===== src/hdl/alu_pkg.sv =====
package alu_pkg;

  ////////////////////////////////////////
  // Sizes
  ////////////////////////////////////////

  // Datapath and immediate widths
  localparam int data_width  = 32;
  localparam int shift_width = 5;
  localparam int imm_width   = 12;

  // Result FIFO geometry
  localparam int fifo_depth  = 4;
  localparam int ptr_width   = $clog2(fifo_depth);
  // Count has to reach fifo_depth itself
  localparam int count_width = $clog2(fifo_depth + 1);

  ////////////////////////////////////////
  // Operations
  ////////////////////////////////////////

  typedef enum logic [3:0] {
    add    = 4'd0,
    sub    = 4'd1,
    and_op = 4'd2,
    or_op  = 4'd3,
    xor_op = 4'd4,
    slt    = 4'd5,
    sltu   = 4'd6,
    sll    = 4'd7,
    srl    = 4'd8,
    sra    = 4'd9
  } alu_op_e;

  // Command word as written to CMD
  typedef struct packed {
    logic [imm_width-1:0] imm;      // 31:20
    logic [14:0]          reserved; // 19:5
    logic                 use_imm;  // 4
    alu_op_e              op;       // 3:0
  } alu_cmd_t;

  // One issued operation
  typedef struct packed {
    alu_op_e               op;
    logic                  use_imm;
    logic [imm_width-1:0]  imm;
    logic [data_width-1:0] rs1;
    logic [data_width-1:0] rs2;
  } alu_req_t;

  // One finished result
  typedef struct packed {
    logic [data_width-1:0] result;
    alu_op_e               op;
  } alu_resp_t;

endpackage


===== src/hdl/axil_pkg.sv =====
package axil_pkg;

  // Bus widths
  localparam int axil_addr_width = 5;
  localparam int axil_data_width = 32;
  localparam int axil_strb_width = axil_data_width / 8;

  // Response codes
  localparam logic [1:0] resp_okay   = 2'b00;
  localparam logic [1:0] resp_slverr = 2'b10;

  ////////////////////////////////////////
  // Register map
  ////////////////////////////////////////

  localparam logic [axil_addr_width-1:0] reg_rs1    = 5'h00;
  localparam logic [axil_addr_width-1:0] reg_rs2    = 5'h04;
  localparam logic [axil_addr_width-1:0] reg_cmd    = 5'h08;
  localparam logic [axil_addr_width-1:0] reg_result = 5'h0C;
  localparam logic [axil_addr_width-1:0] reg_status = 5'h10;

  ////////////////////////////////////////
  // Channel payloads
  ////////////////////////////////////////

  // Valid and ready are separate ports
  typedef struct packed {
    logic [axil_addr_width-1:0] addr;
  } axil_aw_t;

  typedef struct packed {
    logic [axil_data_width-1:0] data;
    logic [axil_strb_width-1:0] strb;  // Must be all ones to take effect
  } axil_w_t;

  typedef struct packed {
    logic [1:0] resp;
  } axil_b_t;

  typedef struct packed {
    logic [axil_addr_width-1:0] addr;
  } axil_ar_t;

  typedef struct packed {
    logic [axil_data_width-1:0] data;
    logic [1:0]                 resp;
  } axil_r_t;

endpackage


===== src/hdl/alu_arith.sv =====
module alu_arith (
  input  logic [alu_pkg::data_width-1:0] a,
  input  logic [alu_pkg::data_width-1:0] b,
  input  alu_pkg::alu_op_e               op,
  output logic [alu_pkg::data_width-1:0] result
);

  import alu_pkg::*;

  logic                  subtract;
  logic [data_width-1:0] b_eff;
  logic [data_width:0]   sum;
  logic                  less_signed;
  logic                  less_unsigned;

  // Compares also subtract
  assign subtract = (op == sub) || (op == slt) || (op == sltu);

  ////////////////////////////////////////
  // Shared adder
  ////////////////////////////////////////

  // a - b as a + ~b + 1
  assign b_eff = subtract ? ~b : b;
  assign sum   = {1'b0, a} + {1'b0, b_eff} + {{data_width{1'b0}}, subtract};

  // No carry out means a borrow
  assign less_unsigned = !sum[data_width];

  // Equal signs cannot overflow, so the difference sign decides
  // Different signs, the negative operand is the smaller one
  assign less_signed = (a[data_width-1] != b[data_width-1]) ? a[data_width-1]
                                                             : sum[data_width-1];

  ////////////////////////////////////////
  // Result select
  ////////////////////////////////////////

  always_comb begin
    case (op)
      add, sub: result = sum[data_width-1:0];
      and_op:   result = a & b;
      or_op:    result = a | b;
      xor_op:   result = a ^ b;
      slt:      result = {{(data_width-1){1'b0}}, less_signed};
      sltu:     result = {{(data_width-1){1'b0}}, less_unsigned};
      // Shifts and unused codes
      default:  result = '0;
    endcase
  end

endmodule


===== src/hdl/alu_copro_top.sv =====
module alu_copro_top (
  input  logic               clk,
  input  logic               reset,
  // AXI4-Lite write
  input  logic               aw_valid,
  input  axil_pkg::axil_aw_t aw,
  output logic               aw_ready,
  input  logic               w_valid,
  input  axil_pkg::axil_w_t  w,
  output logic               w_ready,
  output logic               b_valid,
  output axil_pkg::axil_b_t  b,
  input  logic               b_ready,
  // AXI4-Lite read
  input  logic               ar_valid,
  input  axil_pkg::axil_ar_t ar,
  output logic               ar_ready,
  output logic               r_valid,
  output axil_pkg::axil_r_t  r,
  input  logic               r_ready
);

  import alu_pkg::*;

  // Register block to ALU
  logic      req_valid;
  logic      req_ready;
  alu_req_t  req;

  // ALU back to register block
  logic      resp_valid;
  logic      resp_ready;
  alu_resp_t resp;

  alu_regs u_regs (
    .clk        (clk),
    .reset      (reset),
    .aw_valid   (aw_valid),
    .aw         (aw),
    .aw_ready   (aw_ready),
    .w_valid    (w_valid),
    .w          (w),
    .w_ready    (w_ready),
    .b_valid    (b_valid),
    .b          (b),
    .b_ready    (b_ready),
    .ar_valid   (ar_valid),
    .ar         (ar),
    .ar_ready   (ar_ready),
    .r_valid    (r_valid),
    .r          (r),
    .r_ready    (r_ready),
    .req_valid  (req_valid),
    .req        (req),
    .req_ready  (req_ready),
    .resp_valid (resp_valid),
    .resp       (resp),
    .resp_ready (resp_ready)
  );

  alu_unit u_alu (
    .clk        (clk),
    .reset      (reset),
    .req_valid  (req_valid),
    .req        (req),
    .req_ready  (req_ready),
    .resp_valid (resp_valid),
    .resp       (resp),
    .resp_ready (resp_ready)
  );

endmodule


===== src/hdl/alu_regs.sv =====
module alu_regs (
  input  logic               clk,
  input  logic               reset,
  // AXI4-Lite write
  input  logic               aw_valid,
  input  axil_pkg::axil_aw_t aw,
  output logic               aw_ready,
  input  logic               w_valid,
  input  axil_pkg::axil_w_t  w,
  output logic               w_ready,
  output logic               b_valid,
  output axil_pkg::axil_b_t  b,
  input  logic               b_ready,
  // AXI4-Lite read
  input  logic               ar_valid,
  input  axil_pkg::axil_ar_t ar,
  output logic               ar_ready,
  output logic               r_valid,
  output axil_pkg::axil_r_t  r,
  input  logic               r_ready,
  // ALU request and response
  output logic               req_valid,
  output alu_pkg::alu_req_t  req,
  input  logic               req_ready,
  input  logic               resp_valid,
  input  alu_pkg::alu_resp_t resp,
  output logic               resp_ready
);

  import alu_pkg::*;
  import axil_pkg::*;

  // Operand registers
  logic [data_width-1:0]      rs1_q;
  logic [data_width-1:0]      rs2_q;

  // Write path
  alu_cmd_t                   cmd_word;
  logic                       wr_is_cmd;
  logic                       full_word;
  logic                       cmd_stall;
  logic                       wr_fire;
  logic                       wr_ok;
  logic                       req_fire;

  // Read path
  logic                       ar_fire;
  logic                       pop;
  logic [axil_data_width-1:0] rd_data;
  logic [1:0]                 rd_resp;
  logic [axil_data_width-1:0] status_word;

  // Result FIFO and credits
  logic [data_width-1:0]      fifo_mem [fifo_depth];
  logic [ptr_width-1:0]       wr_ptr_q;
  logic [ptr_width-1:0]       rd_ptr_q;
  logic [count_width-1:0]     count_q;
  logic [count_width-1:0]     credit_q;
  logic                       fifo_empty;
  logic                       busy;

  ////////////////////////////////////////
  // Write channel
  ////////////////////////////////////////

  assign wr_is_cmd = (aw.addr == reg_cmd);
  assign full_word = (w.strb == '1);

  // Hold off CMD while every credit is taken
  assign cmd_stall = aw_valid && wr_is_cmd && ((credit_q == fifo_depth) || !req_ready);

  // Idle ready is high; a lone AW or W sees ready low
  // so both channels always complete together
  assign aw_ready = !b_valid && !cmd_stall && (w_valid || !aw_valid);
  assign w_ready  = !b_valid && !cmd_stall && (aw_valid || !w_valid);
  assign wr_fire  = aw_valid && w_valid && aw_ready && w_ready;

  // Only full-word writes to writable registers
  always_comb begin
    case (aw.addr)
      reg_rs1, reg_rs2, reg_cmd: wr_ok = full_word;
      default:                   wr_ok = 1'b0;
    endcase
  end

  always_ff @(posedge clk) begin
    if (reset) begin
      rs1_q <= '0;
      rs2_q <= '0;
    end else if (wr_fire && wr_ok) begin
      if (aw.addr == reg_rs1) rs1_q <= w.data;
      if (aw.addr == reg_rs2) rs2_q <= w.data;
    end
  end

  // Write response, held until the host takes it
  always_ff @(posedge clk) begin
    if (reset) begin
      b_valid <= 1'b0;
    end else if (wr_fire) begin
      b_valid <= 1'b1;
    end else if (b_ready) begin
      b_valid <= 1'b0;
    end
  end

  always_ff @(posedge clk) begin
    if (wr_fire) begin
      b.resp <= wr_ok ? resp_okay : resp_slverr;
    end
  end

  ////////////////////////////////////////
  // Command issue
  ////////////////////////////////////////

  // Offered in the same cycle as the CMD write handshake
  assign cmd_word  = alu_cmd_t'(w.data);
  assign req_valid = wr_fire && wr_is_cmd && full_word;
  assign req_fire  = req_valid && req_ready;

  always_comb begin
    req.op      = cmd_word.op;
    req.use_imm = cmd_word.use_imm;
    req.imm     = cmd_word.imm;
    req.rs1     = rs1_q;
    req.rs2     = rs2_q;
  end

  // Credits cover the FIFO space, so results are never refused
  assign resp_ready = 1'b1;

  ////////////////////////////////////////
  // Result FIFO
  ////////////////////////////////////////

  assign fifo_empty = (count_q == '0);

  // Pointers wrap on their own, depth is a power of two
  always_ff @(posedge clk) begin
    if (reset) begin
      wr_ptr_q <= '0;
      rd_ptr_q <= '0;
    end else begin
      if (resp_valid) wr_ptr_q <= wr_ptr_q + 1'b1;
      if (pop)        rd_ptr_q <= rd_ptr_q + 1'b1;
    end
  end

  always_ff @(posedge clk) begin
    if (resp_valid) begin
      fifo_mem[wr_ptr_q] <= resp.result;
    end
  end

  always_ff @(posedge clk) begin
    if (reset) begin
      count_q <= '0;
    end else begin
      case ({resp_valid, pop})
        2'b10:   count_q <= count_q + 1'b1;
        2'b01:   count_q <= count_q - 1'b1;
        default: ;
      endcase
    end
  end

  // FIFO entries plus operations still in the pipeline
  always_ff @(posedge clk) begin
    if (reset) begin
      credit_q <= '0;
    end else begin
      case ({req_fire, pop})
        2'b10:   credit_q <= credit_q + 1'b1;
        2'b01:   credit_q <= credit_q - 1'b1;
        default: ;
      endcase
    end
  end

  // Anything counted but not yet stored is in flight
  assign busy = (credit_q != count_q);

  ////////////////////////////////////////
  // Read channel
  ////////////////////////////////////////

  assign ar_ready = !r_valid;
  assign ar_fire  = ar_valid && ar_ready;
  assign pop      = ar_fire && (ar.addr == reg_result) && !fifo_empty;

  always_comb begin
    status_word                  = '0;
    status_word[count_width-1:0] = count_q;
    status_word[8]               = busy;
  end

  always_comb begin
    rd_data = '0;
    rd_resp = resp_okay;
    case (ar.addr)
      reg_rs1:    rd_data = rs1_q;
      reg_rs2:    rd_data = rs2_q;
      reg_cmd:    rd_data = '0;  // write-only, reads as zero
      reg_result: begin
        if (fifo_empty) begin
          rd_resp = resp_slverr;
        end else begin
          rd_data = fifo_mem[rd_ptr_q];
        end
      end
      reg_status: rd_data = status_word;
      default:    rd_resp = resp_slverr;
    endcase
  end

  always_ff @(posedge clk) begin
    if (reset) begin
      r_valid <= 1'b0;
    end else if (ar_fire) begin
      r_valid <= 1'b1;
    end else if (r_ready) begin
      r_valid <= 1'b0;
    end
  end

  // Captured at the address handshake, steady while stalled
  always_ff @(posedge clk) begin
    if (ar_fire) begin
      r.data <= rd_data;
      r.resp <= rd_resp;
    end
  end

endmodule


===== src/hdl/alu_shift.sv =====
module alu_shift (
  input  logic [alu_pkg::data_width-1:0]  operand,
  input  logic [alu_pkg::shift_width-1:0] amount,
  input  alu_pkg::alu_op_e                op,
  output logic [alu_pkg::data_width-1:0]  result
);

  import alu_pkg::*;

  logic                  shift_right;
  logic                  fill;
  logic [data_width-1:0] mirrored_in;
  // Entry 0 is the ladder input, last entry the output
  logic [data_width-1:0] ladder [shift_width+1];

  ////////////////////////////////////////
  // Direction and fill
  ////////////////////////////////////////

  // Right shifts run through the left ladder mirrored
  assign shift_right = (op == srl) || (op == sra);

  // Sign fill for sra only
  // lands on the high bits once mirrored back
  assign fill = (op == sra) && operand[data_width-1];

  ////////////////////////////////////////
  // Mirror in and out
  ////////////////////////////////////////

  for (genvar j = 0; j < data_width; j++) begin : g_mirror
    assign mirrored_in[j] = shift_right ? operand[data_width-1-j] : operand[j];
    assign result[j]      = shift_right ? ladder[shift_width][data_width-1-j]
                                        : ladder[shift_width][j];
  end

  ////////////////////////////////////////
  // Left-shift ladder
  ////////////////////////////////////////

  assign ladder[0] = mirrored_in;

  // Level i shifts by 2**i when its amount bit is set
  for (genvar i = 0; i < shift_width; i++) begin : g_ladder
    assign ladder[i+1] = amount[i]
                       ? {ladder[i][data_width-1-(2**i):0], {(2**i){fill}}}
                       : ladder[i];
  end

endmodule


===== src/hdl/alu_unit.sv =====
module alu_unit (
  input  logic               clk,
  input  logic               reset,
  // Request side
  input  logic               req_valid,
  input  alu_pkg::alu_req_t  req,
  output logic               req_ready,
  // Response side
  output logic               resp_valid,
  output alu_pkg::alu_resp_t resp,
  input  logic               resp_ready
);

  import alu_pkg::*;

  // Request stage output
  alu_req_t              req_q;
  logic                  req_q_valid;
  logic                  req_q_ready;

  // Operands and results
  logic [data_width-1:0] imm_ext;
  logic [data_width-1:0] operand_b;
  logic [data_width-1:0] shift_result;
  logic [data_width-1:0] arith_result;
  logic                  is_shift;
  alu_resp_t             resp_d;

  ////////////////////////////////////////
  // Stage 1 request register
  ////////////////////////////////////////

  pipe_reg #(.payload_t(alu_req_t)) u_req_stage (
    .clk       (clk),
    .reset     (reset),
    .in_valid  (req_valid),
    .in_data   (req),
    .in_ready  (req_ready),
    .out_valid (req_q_valid),
    .out_data  (req_q),
    .out_ready (req_q_ready)
  );

  // Sign-extended immediate or rs2
  assign imm_ext   = {{(data_width-imm_width){req_q.imm[imm_width-1]}}, req_q.imm};
  assign operand_b = req_q.use_imm ? imm_ext : req_q.rs2;

  // Shift amount is the low bits of operand b
  alu_shift u_shift (
    .operand (req_q.rs1),
    .amount  (operand_b[shift_width-1:0]),
    .op      (req_q.op),
    .result  (shift_result)
  );

  alu_arith u_arith (
    .a      (req_q.rs1),
    .b      (operand_b),
    .op     (req_q.op),
    .result (arith_result)
  );

  assign is_shift = (req_q.op == sll) || (req_q.op == srl) || (req_q.op == sra);

  always_comb begin
    resp_d.op     = req_q.op;
    resp_d.result = is_shift ? shift_result : arith_result;
  end

  ////////////////////////////////////////
  // Stage 2 response register
  ////////////////////////////////////////

  pipe_reg #(.payload_t(alu_resp_t)) u_resp_stage (
    .clk       (clk),
    .reset     (reset),
    .in_valid  (req_q_valid),
    .in_data   (resp_d),
    .in_ready  (req_q_ready),
    .out_valid (resp_valid),
    .out_data  (resp),
    .out_ready (resp_ready)
  );

endmodule


===== src/hdl/pipe_reg.sv =====
module pipe_reg #(
  parameter type payload_t = alu_pkg::alu_req_t
) (
  input  logic     clk,
  input  logic     reset,
  // Upstream side
  input  logic     in_valid,
  input  payload_t in_data,
  output logic     in_ready,
  // Downstream side
  output logic     out_valid,
  output payload_t out_data,
  input  logic     out_ready
);

  // Free when empty or when the held entry leaves this cycle
  assign in_ready = !out_valid || out_ready;

  // Occupancy flag
  always_ff @(posedge clk) begin
    if (reset) begin
      out_valid <= 1'b0;
    end else if (in_ready) begin
      out_valid <= in_valid;
    end
  end

  // Payload only moves on a real transfer
  // so a stalled output keeps its value
  always_ff @(posedge clk) begin
    if (in_valid && in_ready) begin
      out_data <= in_data;
    end
  end

endmodule


===== config.mk =====
export PLATFORM = sky130hd
export DESIGN_NAME = alu_copro_top
export DESIGN_NICKNAME = d
export VERILOG_FILES = /design/src/hdl/alu_pkg.sv /design/src/hdl/axil_pkg.sv /design/src/hdl/alu_arith.sv /design/src/hdl/alu_copro_top.sv /design/src/hdl/alu_regs.sv /design/src/hdl/alu_shift.sv /design/src/hdl/alu_unit.sv /design/src/hdl/pipe_reg.sv
export SDC_FILE = /design/constraint.sdc
export NUM_CORES = 1
export LEC_CHECK = 0
export ABC_AREA = 1
export BUFFER_PORTS_ARGS = -buffer_cell sky130_fd_sc_hd__buf_2
export CORE_UTILIZATION = 40
export DETAILED_ROUTE_END_ITERATION = 16
export GPL_TIMING_DRIVEN = 1
export PLACE_DENSITY_LB_ADDON = 0.15
export SLEW_MARGIN = 10
export SYNTH_ARGS = -nofsm -noshare
export SYNTH_HDL_FRONTEND = slang
export SYNTH_HIERARCHICAL = 1
export SYNTH_SLANG_ARGS = --single-unit

===== constraint.sdc =====
create_clock -name clk -period 9.28 [get_ports clk]
set_input_delay 1.856 -clock clk [delete_from_list [all_inputs] [get_ports clk]]
set_output_delay 1.856 -clock clk [all_outputs]
set_load 0.02 [all_outputs]

Word level (Yosys, flattened, before mapping):

Memory sizes are Yosys's and may differ from the RTL's. A register that Yosys moved wholly into a read port is not among the register bits.
Index checks and enable logic that the tools add are counted.

* bits in registers: 227
* bits in latches: 0
* RAM bits: 128
* memory bits (read-only): 0
* input bits: 53
* output and inout bits: 41
* memories kept: 1

Memory list
* u_regs.fifo_mem: words 4, bits a word 32, read ports 1, clocked after Yosys merged registers in 1, wr ports 1, line alu_regs.sv:54 `logic [data_width-1:0] fifo_mem [fifo_depth];`

* add/subtract/negate cells: 8
* $mul: 0
* div/mod/pow operators: 0
* order comparisons: 0
* equality and inequality tests: 23
* shift operators: 0
* mux-type cells: 90
* bitwise logic cells: 4
* reductions and logical operators: 42

Operator list (count)
* 2-to-1 mux 32 bit: 9
* one-hot mux 32 bit (6 select lines): 1
* one-hot mux 32 bit (4 select lines): 1
* 2-to-1 mux 1 bit: 72
* adder 32 x 32 -> 33 bit: 1
* adder 33 x 1 -> 33 bit: 1
* bitwise AND 32 bit: 1
* inverter 32 bit: 1
* OR 32 bit: 1
* XOR 32 bit: 1
* equality test 4 x 3 -> 1 bit, second input constant: 4
* equality test 5 x 4 -> 1 bit, second input constant: 3
* logical AND 1 bit: 15
* equality test 4 bit, second input constant: 3
* one-hot mux 3 bit (2 select lines): 2
* equality test 5 x 3 -> 1 bit, second input constant: 2
* zero test 5 bit: 2
* equality test 4 x 2 -> 1 bit, second input constant: 2
* 2-to-1 mux 2 bit: 4
* nonzero test 2 bit: 4
* zero test 1 bit: 7
* logical OR 1 bit: 7
* adder 3 x 1 -> 3 bit, second input constant: 2
* subtractor 3 x 1 -> 3 bit, second input constant: 2
* 15 further kinds: 19

Logic depth before layout (Yosys ltp):

Gate-level depths: netlist (run 1).

* depth in word-level cells: 12
* mapped depth: 23
* depth with buffers taken out: 22

Cells and area by module:

Netlist (run 1), hierarchy kept.

Modules (own cells, without submodules)
* alu_regs: instances 1, cells an instance 1006, area each 10072.2 sq um, seq. area each 6426.2 sq um
* alu_arith: instances 1, cells an instance 649, area each 3936.3 sq um, seq. area each 0.0 sq um
* alu_shift: instances 1, cells an instance 655, area each 2919.0 sq um, seq. area each 0.0 sq um
* pipe_reg (u_alu.u_req_stage): instances 1, cells an instance 87, area each 2479.9 sq um, seq. area each 2452.4 sq um
* pipe_reg (u_alu.u_resp_stage): instances 1, cells an instance 42, area each 1128.6 sq um, seq. area each 1101.1 sq um
* alu_unit: instances 1, cells an instance 172, area each 835.8 sq um, seq. area each 0.0 sq um

Least setup slack after synthesis (run 1):

No wires, ideal clock.

* path kind: input port to flip-flop
* from: input port aw[2] (netlist name)
* to: register u_alu/u_req_stage/out_data[0] (netlist name), enable pin
* setup time: 0.547 ns
* arrival: 6.387 ns
* required time: 8.733 ns
* slack: 2.346 ns
* stages: 10
* cells stage by stage: inv_1 > nand2_1 > nor2_1 > nand3_2 > nand3_2 > inv_1 > nand3_1 > inv_1 > inv_1 > a21oi_1

* cells in the longest elaborated chain, start to end: 10

Ends and longest elaborated chain
* start, declared: line alu_copro_top.sv:6 `input axil_pkg::axil_aw_t aw,`
* equality test 5 x 4 -> 1 bit *: line alu_regs.sv:66 `assign wr_is_cmd = (aw.addr == reg_cmd);`
* logical AND 1 bit * (2 in series): line alu_regs.sv:70 `assign cmd_stall = aw_valid && wr_is_cmd && ((credit_q == fifo_depth) || !req_ready);`
* zero test 1 bit *: line alu_regs.sv:74, alu_regs.sv:75
* logical AND 1 bit *: line alu_regs.sv:74, alu_regs.sv:75
* logical AND 1 bit: line alu_regs.sv:74 `assign aw_ready = !b_valid && !cmd_stall && (w_valid || !aw_valid);`
* logical AND 1 bit: line alu_regs.sv:76 `assign wr_fire = aw_valid && w_valid && aw_ready && w_ready;`
* logical AND 1 bit *: line alu_regs.sv:76
* via u_regs.wr_fire: line alu_regs.sv:42 `logic wr_fire;`
* logical AND 1 bit * (2 in series): line alu_regs.sv:119 `assign req_valid = wr_fire && wr_is_cmd && full_word;`
* via req_valid: line alu_copro_top.sv:26 `logic req_valid;`
* end signal, assigned: line pipe_reg.sv:32 `out_data <= in_data;`
* end, declared: line pipe_reg.sv:12 `output payload_t out_data,`

The timed path passes the listed nets; every way through them passes the cells marked *.
A chain may end at the register's enable or synchronous reset.

Worst setup path after layout (run 1):

* from: input port aw[1] (netlist name)
* to: output port aw_ready

* cells in the longest elaborated chain, start to end: 6

Ends and longest elaborated chain
* equality test 5 x 4 -> 1 bit: line alu_regs.sv:66
* logical AND 1 bit (2 in series): line alu_regs.sv:70
* zero test 1 bit: line alu_regs.sv:74
* logical AND 1 bit (2 in series): line alu_regs.sv:74
* end, declared: line alu_copro_top.sv:7 `output logic aw_ready,`

No other way between the ends.

==> impl_metrics.json, run 1 <==
{
  "status": "completed",
  "crit_path_start_kind": "input pin",
  "clk_pin_slew_worst_paths_ns": 0.05,
  "p_per_area_nw_per_um2": 142,
  "hold_violations": 0,
  "clock_path_buffers": 3,
  "drtIter0Drc": 1781,
  "core_area_sq_um": 52600,
  "antenna_found_initial": 1,
  "dieArea_sq_um": 54100,
  "antenna_left": 0,
  "finalMaxSlewViolations": 0,
  "grt_setup_unrepaired": "no",
  "use_met3_pct": 5.87,
  "leakage_nw": 10.3,
  "finClkSkew_ns": 0.0225,
  "clockPowerShare_pct": 45.8,
  "wl_per_cell_um": 21.6,
  "fillers": 5326,
  "vias": 18319,
  "timing.final.crit_share_pct": 50.6,
  "whs_path_depth": 0,
  "crit_required_ns": 7.42,
  "path_class": "input pin to output port",
  "vias_per_cell": 5.51,
  "whs_endpoint": "u_alu/u_req_stage/out_data[9]",
  "insertion_delay_ns": 0.56,
  "setup_viol": 0,
  "die_w_um": 232,
  "busiest_layer": "met2",
  "min_period_ns": 4.70,
  "path_max_fanout": 2,
  "final.setup.tns_ns": 0,
  "cts_tree": "done",
  "rr_worst_depth": 12,
  "fmax_ghz": 0.213,
  "swShare_pct": 20.8,
  "combPwrFrac_pct": 2.4,
  "gp_congestion": 0.969,
  "start_util_pct": 40.4,
  "worst_pin_slew_ns": 1.13,
  "reg2reg_from": "u_alu/u_req_stage/out_data[76]",
  "maxSlewHeadroom_pct": 24.4,
  "dp_hpwl_um": 52100,
  "syn_inst": 2607,
  "ir_drop_mv": 0.129,
  "root_buffer": "clkbuf_16",
  "rows": 84,
  "drv_cap": 0,
  "cts.sinks": 355,
  "synth.avg_cell_area_sq_um": 8.15,
  "use_met2_pct": 41.0,
  "min_from": "u_regs/rs2_q[9]",
  "switchingPower_mw": 0.684,
  "use_met1_pct": 36.5,
  "min_path_type": "flip-flop to flip-flop",
  "power.total_mw": 3.29,
  "worst-endpoint-arrival_ns": 2.84,
  "internal-power_mw": 2.61,
  "ctsResizeCount": 0,
  "drt_pass1_iterations": 5,
  "h-tree-depth": 2,
  "antennaDiodeCount": 0,
  "grt_pass1_wl_um": 106000,
  "finalWirelength_um": 72000,
  "syn_to_final_growth_pct": 9.18,
  "crit_path_end_kind": "output port",
  "grt_max_degree": 85,
  "netlist_area_sq_um": 21300,
  "grt_pass1_vias": 16888,
  "final_nets": 2766,
  "pin_count": 94,
  "drive_gt1_share_pct": 9.10,
  "p_seq_share_pct": 51.7,
  "ys_warn_count": 6,
  "cts_made_buffers": 39,
  "r2r_slack_ns": 4.92,
  "hold_buffers": 0,
  "drc": 0,
  "die_h_um": 232,
  "grt_util_all_layers_pct": 26.5,
  "post_cts_buffers": 0,
  "io_buffers": 91,
  "gr-total-overflow": 0,
  "r2r-end": "u_alu/u_resp_stage/out_data[12]"
}
critical path, stage by stage:
cell and delay [ns]:
buf_2 0.10, nor2_1 0.16, nand2_1 0.13, nor2_1 0.19
nand3_2 0.11, nand2_1 0.09, nor2_1 0.04, buf_2 0.15
sequential cells by signal, summed over array words and instances (netlist names), 2 cells and up, named ones only:
name                         cells
u_regs/fifo_mem                128
u_alu/u_req_stage/out_data      81
u_regs/r                        33
u_alu/u_resp_stage/out_data     32
u_regs/rs1_q                    32
u_regs/rs2_q                    32
u_regs/count_q                   3
u_regs/credit_q                  3
u_regs/rd_ptr_q                  2
u_regs/wr_ptr_q                  2
per-stage QoR:
| stage | worst slack [ns] | area (sq um) | cells | hold WS, ns | util [%] |
|---|---|---|---|---|---|
| floorplan | 2.35 | 21300 | 2608 | 0.431 | - |
| global placement | 4.60 | 22000 | 3255 | 0.441 | 41.8 |
| detailed placement | 4.56 | 22000 | 3255 | 0.444 | 41.8 |
| CTS | 4.60 | 23200 | 3326 | 0.460 | 44.2 |
| global route | 4.49 | 23200 | 3326 | 0.467 | 44.2 |
| finish | 4.58 | 23200 | 3326 | 0.457 | 44.2 |
layer usage:
layer / vias up / wire length [um] / part of all wire [%]
met5: - / 0 / 0
met4: 0 / 2430 / 3.4
met3: 115 / 5960 / 8.3
met2: 653 / 32200 / 45
met1: 8705 / 31400 / 44
li1: 8846 / - / -
cells in the final DEF (no fill, tap or decap), types with 4 or more instances in the layout:
cell       instances
a21o_1            10
a21oi_1          130
a221oi_1          15
a22oi_1           14
buf_2             91
buf_4             29
clkbuf_1           5
clkbuf_16         40
clkbuf_8           5
clkinv_1          13
clkinv_2           5
dfxtp_1           79
edfxtp_1         275
ha_1             102
inv_1            222
inv_2              9
mux2_2            11
nand2_1          640
nand2_2           11
nand3_1          430
nand3_2            8
nand4_1           10
nor2_1           200
nor2_2             4
nor3_1            12
o2111ai_1         12
o21ai_0          128
o21ai_1            5
o22ai_1           35
or2_2              9
xor2_1            32
cell type report:
type	count	area, sq um	area share (%)
Inverter	234	878	3.79
Clock inverter	21	164	0.706
Clock buffer	50	1090	4.69
Multi-Input combinational cell	1858	9680	41.7
Tap cell	688	861	3.71
Sequential cell	355	9860	42.5
Timing Repair Buffer	120	673	2.90
worst max path at each step:
stage | start | slack [ns] | to
after detailed placement | aw[2] | 4.56 | u_alu/u_req_stage/out_data[0]
after CTS | aw[1] | 4.60 | aw_ready
after floorplan | aw[2] | 2.35 | u_alu/u_req_stage/out_data[0]
after global placement | aw[2] | 4.60 | u_alu/u_req_stage/out_data[0]
after global routing | aw[1] | 4.49 | aw_ready
final | aw[1] | 4.58 | aw_ready
power groups by stage:
stage          clock (mW)  combinational [mW]  sequential, mW
2_1_floorplan           0              0.0378            1.75
3_3_place_gp            0              0.0786            1.74
3_5_place_dp            0              0.0796            1.74
4_1_cts              1.54              0.0796            1.70
5_1_grt              1.60              0.0868            1.70
6_report             1.51              0.0798            1.70
Power figures use the tool's default switching activity.
==> inputs of run 2 (changes only) <==
- clock period: 9.28 -> 4.59 ns (I/O delays scaled with it)
==> impl_metrics.json, run 2 (synthesis results as in run 1) <==
{
  "reg2reg_from": "u_alu/u_req_stage/out_data[76]",
  "gp_congestion": 1.00,
  "finClkSkew_ns": 0.0135,
  "crit_path_start_kind": "flip-flop",
  "crit_path_end_kind": "flip-flop",
  "largest-register": "u_regs/fifo_mem",
  "final_common_cell": "nand2_1",
  "gr-total-overflow": 0,
  "final.setup.tns_ns": 0,
  "max_stage_delay_ns": 0.63,
  "combPwrFrac_pct": 2.4,
  "path_max_fanout": 21,
  "grt_pass1_wl_um": 110000,
  "vias": 18485,
  "cp_top_family": "compound AO/OA/AOI/OAI gates",
  "finalMaxSlewViolations": 0,
  "core_area_sq_um": 52600,
  "die_h_um": 232,
  "h-tree-depth": 2,
  "finalWirelength_um": 75100,
  "internal-power_mw": 5.37,
  "maxSlewHeadroom_pct": 39.2,
  "ir_drop_mv": 0.234,
  "start_util_pct": 40.4,
  "drv_cap": 0,
  "antenna_found_initial": 0,
  "insertion_delay_ns": 0.56,
  "drc": 0,
  "dp_hpwl_um": 55600,
  "clockPowerShare_pct": 47.0,
  "placed_area_sq_um": 22100,
  "antenna_left": 0,
  "grt_pass1_vias": 17061,
  "final_core_util_pct": 44.6,
  "ctsResizeCount": 0,
  "status": "completed",
  "die_w_um": 232,
  "drt_pass1_iterations": 6,
  "largest_reg_flops": 128,
  "path_class": "flip-flop to flip-flop",
  "worst_pin_slew_ns": 0.910,
  "wl_per_cell_um": 22.4,
  "worst-path-buf-inv": 0,
  "vias_per_cell": 5.52,
  "p_seq_share_pct": 50.7,
  "use_met3_pct": 5.05,
  "min_period_ns": 4.03,
  "pin_count": 94,
  "cts.sinks": 355,
  "hold_buffers": 0,
  "top_regs": "u_regs/fifo_mem: 128 flops, u_alu/u_req_stage/out_data: 81 flops, u_regs/r: 33 flops",
  "swShare_pct": 21.0,
  "crit_required_ns": 4.89,
  "cts_made_buffers": 40,
  "stdcell_area_sq_um": 23400,
  "drtIter0Drc": 1795,
  "grt_max_degree": 129,
  "use_met2_pct": 41.8,
  "switchingPower_mw": 1.43,
  "final_nets": 2785,
  "syn_to_final_growth_pct": 10.2,
  "grt_setup_unrepaired": "no",
  "root_buffer": "clkbuf_16",
  "min_path_type": "flip-flop to flip-flop",
  "clk_pin_slew_worst_paths_ns": 0.06,
  "dieArea_sq_um": 54100,
  "fmax_ghz": 0.248,
  "final_cell_mix": "nand2_1 (640), nand3_1 (431), edfxtp_1 (275)",
  "min_from": "u_regs/rs2_q[7]",
  "worst-endpoint-arrival_ns": 4.33,
  "cts_tree": "done",
  "worstSetupStartpoint": "u_alu/u_req_stage/out_data[76]",
  "cp_cell_sequence": "nand2_1 > o21ai_0 > xor2_1 > ha_1 > a21oi_1 > o21ai_0 > a21oi_1 > nor2_1 > a211oi_1 > nand3_1 > nand2_1 > o21ai_1 > nand3_1 > nand2_1",
  "crit_slowest_cell": "nand2_1",
  "clock_path_buffers": 3,
  "drive_gt1_share_pct": 9.82,
  "io_buffers": 91,
  "busiest_layer": "met2",
  "cpMostUsedCell": "nand2_1",
  "use_met1_pct": 39.0,
  "p_per_area_nw_per_um2": 290,
  "grt_util_all_layers_pct": 27.6,
  "setup_viol": 0,
  "leakage_nw": 10.4,
  "rows": 84,
  "post_cts_buffers": 0,
  "hold_violations": 0,
  "timing.final.crit_share_pct": 87.8
}
## run 2: cell count changes in the layout (fill, tap and decap cells not counted), moves of 2 or more
cell	previous run	this run
clkbuf_1	5	11
buf_12	0	2
clkbuf_8	5	9
buf_4	29	45
clkinv_1	13	6
## run 2: cell type report
class | instances | area, sq um
clock buffer | 60 | 1170
multi-input combinational | 1858 | 9670
timing repair buffer | 138 | 833
antenna | 1 | 2.50
clock inverter | 14 | 154
tap | 688 | 861
sequential | 355 | 9860
fill | 5287 | 29100
inverter | 234 | 878
## run 2: through the flow
| step | power [mW] | hold slack [ns] | setup slack, ns | std cells |
|---|---|---|---|---|
| global route | 6.98 | 0.469 | 0.0630 | 3347 |
| CTS | 6.85 | 0.455 | 0.529 | 3347 |
| finish | 6.80 | 0.453 | 0.561 | 3348 |
| detailed placement | 3.67 | 0.442 | 0.567 | 3273 |
| floorplan | 3.61 | 0.431 | 0.435 | 2608 |
| global placement | 3.67 | 0.441 | 0.548 | 3273 |
## run 2: routing by layer
layer / up-vias / routed length, um
met5: - / 0
met4: 0 / 2700
met3: 93 / 5450
met2: 653 / 33200
met1: 8867 / 33800
li1: 8872 / -
## run 2: power by group through the flow
stage / combinational [mW] / clock (mW) / sequential [mW]
finish: 0.161 / 3.20 / 3.45
detailed placement: 0.161 / 0 / 3.51
global placement: 0.160 / 0 / 3.51
floorplan: 0.0765 / 0 / 3.53
CTS: 0.161 / 3.24 / 3.45
global route: 0.175 / 3.36 / 3.45
## run 2: worst paths after layout
kind | to | slack, ns | cells after the start
worst max register to register | u_alu/u_resp_stage/out_data[33] | 0.56 | 14
worst min register to register | u_alu/u_req_stage/out_data[7] | 0.45 | 0
worst max-delay path | u_alu/u_resp_stage/out_data[33] | 0.56 | 14
worst min-delay path | u_alu/u_req_stage/out_data[7] | 0.45 | 0
## run 2: worst register-to-register path, cell delays in order, from the launching register on
cell and delay (ns):
edfxtp_1 0.60, nand2_1 0.63, o21ai_0 0.36, xor2_1 0.25
ha_1 0.36, a21oi_1 0.29, o21ai_0 0.20, a21oi_1 0.19
nor2_1 0.06, a211oi_1 0.28, nand3_1 0.12, nand2_1 0.09
o21ai_1 0.12, nand3_1 0.14, nand2_1 0.08
==> inputs of run 3 (changes only) <==
- RECOVER_POWER: unset -> 50
==> impl_metrics.json, run 3 (synthesis results as in run 1) <==
{
  "status": "finished, violations left",
  "violations": "max-capacitance violations, max-slew violations",
  "antenna_left": 0,
  "start_util_pct": 40.4,
  "worst_pin_slew_ns": 2.37,
  "timing.final.crit_share_pct": 88.9,
  "grt_pass1_wl_um": 110000,
  "insertion_delay_ns": 0.56,
  "grt_max_degree": 129,
  "largest-register": "u_regs/fifo_mem",
  "crit_required_ns": 4.89,
  "finalMaxSlewViolations": 180,
  "ir_drop_mv": 0.235,
  "r2r_slack_ns": 0.51,
  "root_buffer": "clkbuf_16",
  "die_w_um": 232,
  "path_class": "flip-flop to flip-flop",
  "leakage_nw": 10.4,
  "drtIter0Drc": 1796,
  "dp_hpwl_um": 55600,
  "post_cts_buffers": 0,
  "drv_cap": 5,
  "drt_pass1_iterations": 6,
  "grt_util_all_layers_pct": 27.6,
  "hold_buffers": 0,
  "vias": 18534,
  "wl_per_cell_um": 22.5,
  "min_path_type": "flip-flop to flip-flop",
  "drt-met1-wl_um": 33700,
  "final.setup.tns_ns": 0,
  "largest_reg_flops": 128,
  "gr-total-overflow": 0,
  "dieArea_sq_um": 54100,
  "grt_pass1_vias": 17061,
  "cts_made_buffers": 40,
  "rows": 84,
  "final_common_cell": "nand2_1",
  "drc": 0,
  "crit_path_end_kind": "flip-flop",
  "final_cell_mix": "nand2_1 (640), nand3_1 (432), edfxtp_1 (275)",
  "holdWs_ns": 0.453,
  "crit_path_start_kind": "flip-flop",
  "die_h_um": 232,
  "cts.sinks": 355,
  "p_per_area_nw_per_um2": 291,
  "dr_wl_met2_um": 33200,
  "path_max_fanout": 21,
  "final_nets": 2785,
  "core_area_sq_um": 52600,
  "finalWirelength_um": 75200,
  "stdcell_area_sq_um": 23400,
  "gp_congestion": 1.00,
  "highest_layer": "met4",
  "vias_per_cell": 5.54,
  "syn_to_final_growth_pct": 10.0,
  "placed_area_sq_um": 22100,
  "cts_tree": "done",
  "top_regs": "u_regs/fifo_mem: 128 flops, u_alu/u_req_stage/out_data: 81 flops, u_regs/r: 33 flops",
  "clock_path_buffers": 3,
  "setup_viol": 0,
  "fmax_ghz": 0.245,
  "drive_gt1_share_pct": 8.91,
  "dr_wl_met3_um": 5620,
  "pin_count": 94,
  "maxSlewHeadroom_pct": -58.3,
  "antenna_found_initial": 0,
  "finClkSkew_ns": 0.0180,
  "worst-endpoint-arrival_ns": 4.38,
  "io_buffers": 91,
  "hold_violations": 0,
  "h-tree-depth": 2,
  "clk_pin_slew_worst_paths_ns": 0.06,
  "ctsResizeCount": 0,
  "grt_setup_unrepaired": "no",
  "min_period_ns": 4.08
}
run 3: changes by cell type in the layout (fill, tap and decap cells not counted), sizes merged:
| cell | delta |
|---|---|
| buf | -20 |
| clkbuf | +20 |
run 3: critical path, cell delays in order (launching register included):
cell	delay, ns
edfxtp_1	0.60
nand2_1	0.64
o21ai_0	0.36
xor2_1	0.25
ha_1	0.36
a21oi_1	0.31
o21ai_0	0.21
a21oi_1	0.20
nor2_1	0.07
a211oi_1	0.29
nand3_1	0.12
nand2_1	0.09
o21ai_1	0.12
nand3_1	0.14
nand2_1	0.07
run 3: path summary, 6_finish.rpt:
| path | startpoint | to | depth (start not counted) |
|---|---|---|---|
| setup / recovery | u_alu/u_req_stage/out_data[76] | u_alu/u_resp_stage/out_data[33] | 14 |
| hold / removal | u_regs/rs2_q[7] | u_alu/u_req_stage/out_data[7] | 0 |
| setup reg to reg | u_alu/u_req_stage/out_data[76] | u_alu/u_resp_stage/out_data[33] | 14 |
| hold reg to reg | u_regs/rs2_q[7] | u_alu/u_req_stage/out_data[7] | 0 |
run 3: per-layer routing:
| layer | vias to the layer above | track usage, % |
|---|---|---|
| li1 | 8863 | - |
| met1 | 8884 | 39.0 |
| met2 | 698 | 41.8 |
| met3 | 89 | 5.05 |
| met4 | 0 | 10.1 |
| met5 | - | 0 |
run 3: area by class of cell:
class	count	area, sq um
multi-input cells	1858	9660
clock inverters	14	154
inverters	234	878
clock buffers	60	1170
repair buffers	138	798
fillers	5307	29200
well taps	688	861
diodes	1	2.50
flip-flops and latches	355	9860
run 3: power by group:
group | switching [mW] | leakage, nW | internal [mW]
Clock | 1.31 | 0.649 | 1.89
Sequential | 0.00650 | 3.02 | 3.44
Combinational | 0.114 | 6.71 | 0.0448
run 3: through the flow:
stage | cells | util (%) | setup WS (ns) | total power [mW]
after floorplan | 2608 | - | 0.435 | 3.61
after global placement | 3273 | 42.1 | 0.548 | 3.67
after detailed placement | 3273 | 42.1 | 0.567 | 3.67
after CTS | 3347 | 44.6 | 0.529 | 6.85
after global routing | 3347 | 44.5 | 0.0630 | 6.98
final | 3348 | 44.5 | 0.508 | 6.80
